--- config.mk ---
export PLATFORM = sky130hd
export DESIGN_NAME = wb_stage
export DESIGN_NICKNAME = d
export VERILOG_FILES = /design/src/design/rv_pkg.sv /design/src/design/wb_stage.sv
export SDC_FILE = /design/constraint.sdc
export NUM_CORES = 1
export LEC_CHECK = 0
export BUFFER_PORTS_ARGS = -buffer_cell sky130_fd_sc_hd__clkbuf_2
export CORE_AREA = 2 2 158 160
export DETAILED_ROUTE_END_ITERATION = 16
export DIE_AREA = 0 0 160 162
export PLACE_DENSITY = 0.67
export REMOVE_ABC_BUFFERS = 1
export SLEW_MARGIN = 10
export SYNTH_ARGS = -nofsm -noshare
export SYNTH_HDL_FRONTEND = slang
export SYNTH_SLANG_ARGS = --single-unit
--- constraint.sdc ---
create_clock -name clk -period 1.4 [get_ports clk]
set_input_delay 0.07 -clock clk [delete_from_list [all_inputs] [get_ports clk]]
set_output_delay 0.07 -clock clk [all_outputs]
set_load 0.005 [all_outputs]
--- src/design/rv_pkg.sv ---
package rv_pkg;

    localparam int XLEN       = 64;
    localparam int REG_ADDR_W = 5;
    localparam int DMEM_WORDS = 256;   // 64-bit words, 2 KiB
    localparam int DMEM_IDX_W = 8;

    localparam logic [XLEN-1:0] PC_RESET = 64'h0000_0000_8000_0000;

    typedef enum logic [1:0] {
        MEM_NONE  = 2'd0,
        MEM_LOAD  = 2'd1,
        MEM_STORE = 2'd2
    } mem_op_e;

    typedef enum logic [1:0] {
        SIZE_B = 2'd0,   // byte
        SIZE_H = 2'd1,   // half
        SIZE_W = 2'd2,   // word
        SIZE_D = 2'd3    // double
    } mem_size_e;

    // bundle handed over by execute
    typedef struct packed {
        logic                  valid;
        logic                  rd_wen;
        logic [REG_ADDR_W-1:0] rd_addr;
        logic [XLEN-1:0]       alu_res;       // doubles as the memory address
        logic [XLEN-1:0]       store_data;
        mem_op_e               mem_op;
        mem_size_e             mem_size;
        logic                  load_unsigned;
        logic                  ebreak;
        logic [XLEN-1:0]       pc;
    } ex_mem_t;

    // bundle after the memory access
    typedef struct packed {
        logic                  valid;
        logic                  rd_wen;
        logic [REG_ADDR_W-1:0] rd_addr;
        logic [XLEN-1:0]       alu_res;
        logic                  is_load;
        mem_size_e             mem_size;
        logic                  load_unsigned;
        logic [2:0]            byte_off;      // low address bits
        logic                  ebreak;
        logic [XLEN-1:0]       pc;
    } mem_wb_t;

    localparam ex_mem_t EX_MEM_EMPTY = '{
        valid:         1'b0,
        rd_wen:        1'b0,
        rd_addr:       '0,
        alu_res:       '0,
        store_data:    '0,
        mem_op:        MEM_NONE,
        mem_size:      SIZE_B,
        load_unsigned: 1'b0,
        ebreak:        1'b0,
        pc:            PC_RESET
    };

    localparam mem_wb_t MEM_WB_EMPTY = '{
        valid:         1'b0,
        rd_wen:        1'b0,
        rd_addr:       '0,
        alu_res:       '0,
        is_load:       1'b0,
        mem_size:      SIZE_B,
        load_unsigned: 1'b0,
        byte_off:      3'd0,
        ebreak:        1'b0,
        pc:            PC_RESET
    };

endpackage

--- src/design/wb_stage.sv ---
`timescale 1ns/1ps

module wb_stage (
    input  logic                          clk,
    input  logic                          rst_n,
    input  rv_pkg::mem_wb_t               wb_i,
    input  logic                          hold_i,
    input  logic [rv_pkg::XLEN-1:0]       rd_word_i,
    output logic                          rf_wen_o,
    output logic [rv_pkg::REG_ADDR_W-1:0] rf_waddr_o,
    output logic [rv_pkg::XLEN-1:0]       rf_wdata_o,
    output logic                          commit_valid_o,
    output logic [rv_pkg::XLEN-1:0]       commit_pc_o,
    output logic                          halted_o,
    output logic [rv_pkg::XLEN-1:0]       halt_pc_o
);

    logic [rv_pkg::XLEN-1:0] shifted;
    logic [rv_pkg::XLEN-1:0] load_val;
    logic                    sx;   // fill bit for the upper part

    assign shifted = rd_word_i >> {wb_i.byte_off, 3'b000};

    always_comb begin
        case (wb_i.mem_size)
            rv_pkg::SIZE_B: begin
                sx       = shifted[7] & ~wb_i.load_unsigned;
                load_val = {{(rv_pkg::XLEN-8){sx}}, shifted[7:0]};
            end
            rv_pkg::SIZE_H: begin
                sx       = shifted[15] & ~wb_i.load_unsigned;
                load_val = {{(rv_pkg::XLEN-16){sx}}, shifted[15:0]};
            end
            rv_pkg::SIZE_W: begin
                sx       = shifted[31] & ~wb_i.load_unsigned;
                load_val = {{(rv_pkg::XLEN-32){sx}}, shifted[31:0]};
            end
            default: begin
                sx       = 1'b0;
                load_val = rd_word_i;   // double, no extension
            end
        endcase
    end

    // a held bundle rewrites the same value, harmless
    assign rf_wen_o   = wb_i.valid & wb_i.rd_wen;
    assign rf_waddr_o = wb_i.rd_addr;
    assign rf_wdata_o = wb_i.is_load ? load_val : wb_i.alu_res;

    assign commit_valid_o = wb_i.valid & ~hold_i;   // report each commit once
    assign commit_pc_o    = wb_i.pc;

    // sticky until reset, first ebreak pc kept
    always_ff @(posedge clk or negedge rst_n) begin
        if (!rst_n) begin
            halted_o  <= 1'b0;
            halt_pc_o <= rv_pkg::PC_RESET;
        end else if (commit_valid_o && wb_i.ebreak && !halted_o) begin
            halted_o  <= 1'b1;
            halt_pc_o <= wb_i.pc;
        end
    end

endmodule

# Yosys cells after proc, flatten, opt, wreduce, memory -nomap -nowiden
# Cells that the tools add are included.
# totals
ff_bits	65
in_bits	210
elab_cells	18
# op_classes
eq_ne	2
shift	1
n_mux	2
n_bitwise	7
n_reduce_logical	4
# op_table
op	count
64-bit case mux with 3 select lines	1
64-bit two-way mux	1
64-bit by 6-bit right shift with 32-bit output	1
1-bit bitwise AND	5
2-bit by 1-bit == test with 1-bit output, second input constant	1
2-bit == test, second input constant	1
1-bit logical AND	2
2-bit logical NOT	1
1-bit NOT	2
1-bit logical NOT	1

# Logic depth before layout (Yosys ltp)
# logic_depth
depth_word	4
ltp_mapped	8
mapped_depth_nobuf	4

# Worst setup path after synthesis
# Ideal clock, no wire load.
# synth_timing
path_type	input -> output
from	input port wb_i[65] in the netlist's numbering
to	output port rf_wdata_o[20] in the netlist's numbering
t_arrival_ns	1.341
required_ns	1.330
path_slack_ns	-0.011
cell_stages	7
path_buffers	4
cell_sequence	buf_6 buf_6 buf_6 buf_6 mux2_1 a222oi_1 a31oi_1
# synth_via
elab_chain_cells	4
# synth_rtl
item	line_no	source
start, declared	wb_stage.sv:6	input rv_pkg::mem_wb_t wb_i,
64-bit by 6-bit right shift with 32-bit output (*)	wb_stage.sv:22	assign shifted = rd_word_i >> {wb_i.byte_off, 3'b000};
1-bit bitwise AND (on tied branches)	wb_stage.sv:31, wb_stage.sv:27	
64-bit case mux with 3 select lines (*)	wb_stage.sv:25	case (wb_i.mem_size)
64-bit two-way mux (*)	wb_stage.sv:48	assign rf_wdata_o = wb_i.is_load ? load_val : wb_i.alu_res;
end, declared	wb_stage.sv:11	output logic [rv_pkg::XLEN-1:0] rf_wdata_o,
# Mark *: on every way between the ends. The rest lies on a longest branch, timed or not.

# Worst setup path in the final report
# layout_timing
from	input port wb_i[67] in the netlist's numbering
to	output port rf_wdata_o[19] in the netlist's numbering
# Same word-level chain as after synthesis.

==> flow_metrics.py <==
metrics = {
    "outcome": {
        "outcome": "complete, but fails checks",
        "violations": "negative setup slack",
    },
    "worst_setup_path": {
        "reg2reg_slack_ps": 80,
        "path_max_fanout": 8,
        "crit_type": "input pin to primary output",
        "reg2reg_from": "halted_o$_DFFE_PN0P_",
        "crit_arrival_ps": 1720,
        "r2r-end": "halt_pc_o[32]$_DFFE_PN0P_",
        "start_kind": "input pin",
        "reg2reg_depth": 4,
        "critPathCaptureType": "primary output",
        "crit_required_ps": 1330,
    },
    "yosys": {
        "synth.distinct_cells": 46,
        "syn_avg_cell_area_um2": 10.5,
        "ys_ff_latch": 65,
        "synth_top_area_share_pct": 25.4,
        "syn_inst": 600,
        "ys_seq_area_share_pct": 25.8,
        "ys_warn_count": 0,
        "syn_area_mm2": 0.00631,
        "yosys.area.top_type": "dfrtp_1",
        "synthTopCellsByArea": "dfrtp_1, mux2_2, mux2i_1",
    },
    "sta": {
        "drv_slew": 0,
        "fin_crit_sh_pct": 128,
        "finalWorstSetupSlack_ps": -393,
        "setup_violations": 64,
        "min_period_ps": 1790,
        "worst_pin_slew_ps": 552,
        "skew_ps": 5.55,
        "max_freq_mhz": 558,
        "finalHoldViolCount": 0,
        "rsz0062_at_grt": "true",
        "maxSlewHeadroom_pct": 63.2,
    },
    "clocking": {
        "numCtsBuffers": 9,
        "clock_sink_count": 65,
        "cts_tree": "done",
        "cts_root_buf": "clkbuf_16",
        "htreeDepth": 3,
        "clkTransAtPathRegs_ps": 60,
        "worstSkewPairLatency_ps": 330,
        "cts_buffer_depth": 2,
    },
    "detailed_routing": {
        "first_iter_violations": 706,
        "route.detailed.drc": 0,
        "vias": 7458,
        "wirelength_um": 29500,
        "drtAntennaViolNets": 0,
        "dr.pass1.iters": 6,
        "routedWlPerCell_um": 21.1,
        "via_per_inst": 5.35,
    },
    "die": {
        "die_w_um": 160,
        "pin_count": 410,
        "start_util_pct": 26.2,
        "core-area_mm2": 0.0241,
        "die_h_um": 162,
        "die-area_mm2": 0.0259,
        "row_count": 57,
    },
    "power": {
        "power_density_mw_per_mm2": 785,
        "vdd_drop_max_uv": 1010,
        "p_leak_nw": 5.08,
        "power_mw": 8.29,
    },
    "final_layout": {
        "finalInstanceArea_mm2": 0.0106,
        "areaGrowthSynthToFinish_pct": 67.2,
        "final_cells": 1395,
        "final_common_cell": "clkbuf_2",
        "final_cell_mix": "clkbuf_2, buf_4, mux2_2, dfrtp_1, dlygate4sd3_1",
        "fin_util_pct": 43.8,
        "final_net_count": 1271,
        "drive_above_1_share_pct": 67.7,
    },
    "grt": {
        "overflow": 0,
        "grt_pass1_vias": 7396,
        "antenna_found_initial": 7,
        "groute.usage.overall_pct": 19.9,
        "grt_max_degree": 45,
        "grt_pass1_wl_um": 41000,
    },
    "min_path": {
        "worstHoldPathCells": 2,
        "worstHoldPathType": "input pin to flip-flop",
        "min_to": "halt_pc_o[42]$_DFFE_PN0P_",
        "hp-start": "wb_i[42]",
    },
    "placement": {
        "gp_congestion": 0.887,
        "placed_area_mm2": 0.00867,
        "dp_hpwl_um": 20200,
        "place_inst": 1284,
        "dp_slack_ps": -442,
        "portBuffers": 399,
    },
    "flow_run": {
        "maxCapViolCount": 0,
    },
}
-- kinds of logic (layout without fill, tap and decap cells) --
kind of cell / count (synthesis) / after routing / synth area share, %
compound gates: 155 / 155 / 21.5
other cells: 0 / 5 / 0
flops: 65 / 65 / 25.8
mux: 151 / 151 / 29.7
xor+xnor: 1 / 1 / 0.139
simple gates: 96 / 96 / 8.08
buf+inv: 132 / 598 / 14.8
-- cell usage after synthesis (all sizes together) --
cell / count
nand2b: 8
dfrtp: 64
a221oi: 1
nor3b: 2
mux4: 22
buf: 104
a31oi: 17
a2bb2oi: 1
or3: 15
nor3: 1
a21o: 7
and3b: 1
o21ai: 22
a22oi: 3
a222oi: 14
nor2b: 8
inv: 2
o221ai: 8
mux2: 71
nand3: 2
a32o: 1
dfstp: 1
clkbuf: 26
a32oi: 8
a41oi: 33
mux2i: 58
xor2: 1
nand2: 15
o21a: 1
nor2: 39
nand4: 1
and2: 4
a21oi: 39
-- what timing repair did --
item                                    4_1_cts  5_1_grt
gates cloned                                  6       10
pin swaps                                    19       54
resized for setup                            56       67
buffers inserted                             12       12
endpoints found under the setup margin       64       90
hold endpoints to repair                    113        0
hold buffers                                 50        0
-- worst max-delay path, cell delays in order --
cell and delay [ps]:
clkbuf_8 140, buf_4 160, buf_12 120, buf_4 170, mux4_2 310, a222oi_1 420
a31oi_1 160, buf_2 160
-- per-layer routing --
layer	up-vias	part of all wire [%]	track usage [%]
met5	-	0	0
met4	0	6.2	10.9
met3	139	11	5.03
met2	642	49	34.8
met1	3500	34	22.3
li1	3177	-	-
-- flip-flops by register name, indices dropped and copies added, names as in the netlist --
register	cells
halt_pc_o	64
halted_o	1
-- worst max path at each step --
stage / start / to / slack [ps] / cells after the start
finish: wb_i[67] / rf_wdata_o[19] / -390 / 8
global route: wb_i[67] / rf_wdata_o[19] / -370 / 8
CTS: wb_i[65] / rf_wdata_o[21] / -260 / 6
detailed placement: wb_i[65] / rf_wdata_o[21] / -440 / 6
global placement: wb_i[65] / rf_wdata_o[21] / -430 / 6
floorplan: halted_o$_DFFE_PN0P_ / halt_pc_o[0]$_DFFE_PN0P_ / -1220 / 2
-- stage by stage --
step	hold slack [ps]	setup TNS [ps]
floorplan	-226	-114770
global placement	131	-19190
detailed placement	125	-20330
CTS	0.103	-12220
global route	2.47	-17050
finish	5.40	-15090
-- power breakdown --
group,internal [mW],switching [mW]
logic,1.96,1.61
registers,2.32,0.232
clock network,1.23,0.935
-- layout make-up --
type                    count  area [µm²]
repair buffers            580        4150
well taps                 324         405
diodes                      5        12.5
flip-flops and latches     65        1630
fillers                  2267       13500
clock inverters             7        61.3
clock buffers               9         225
multi-input cells         403        4070
inverters                   2        7.51
No activity file was read; power rests on OpenSTA's default activity.
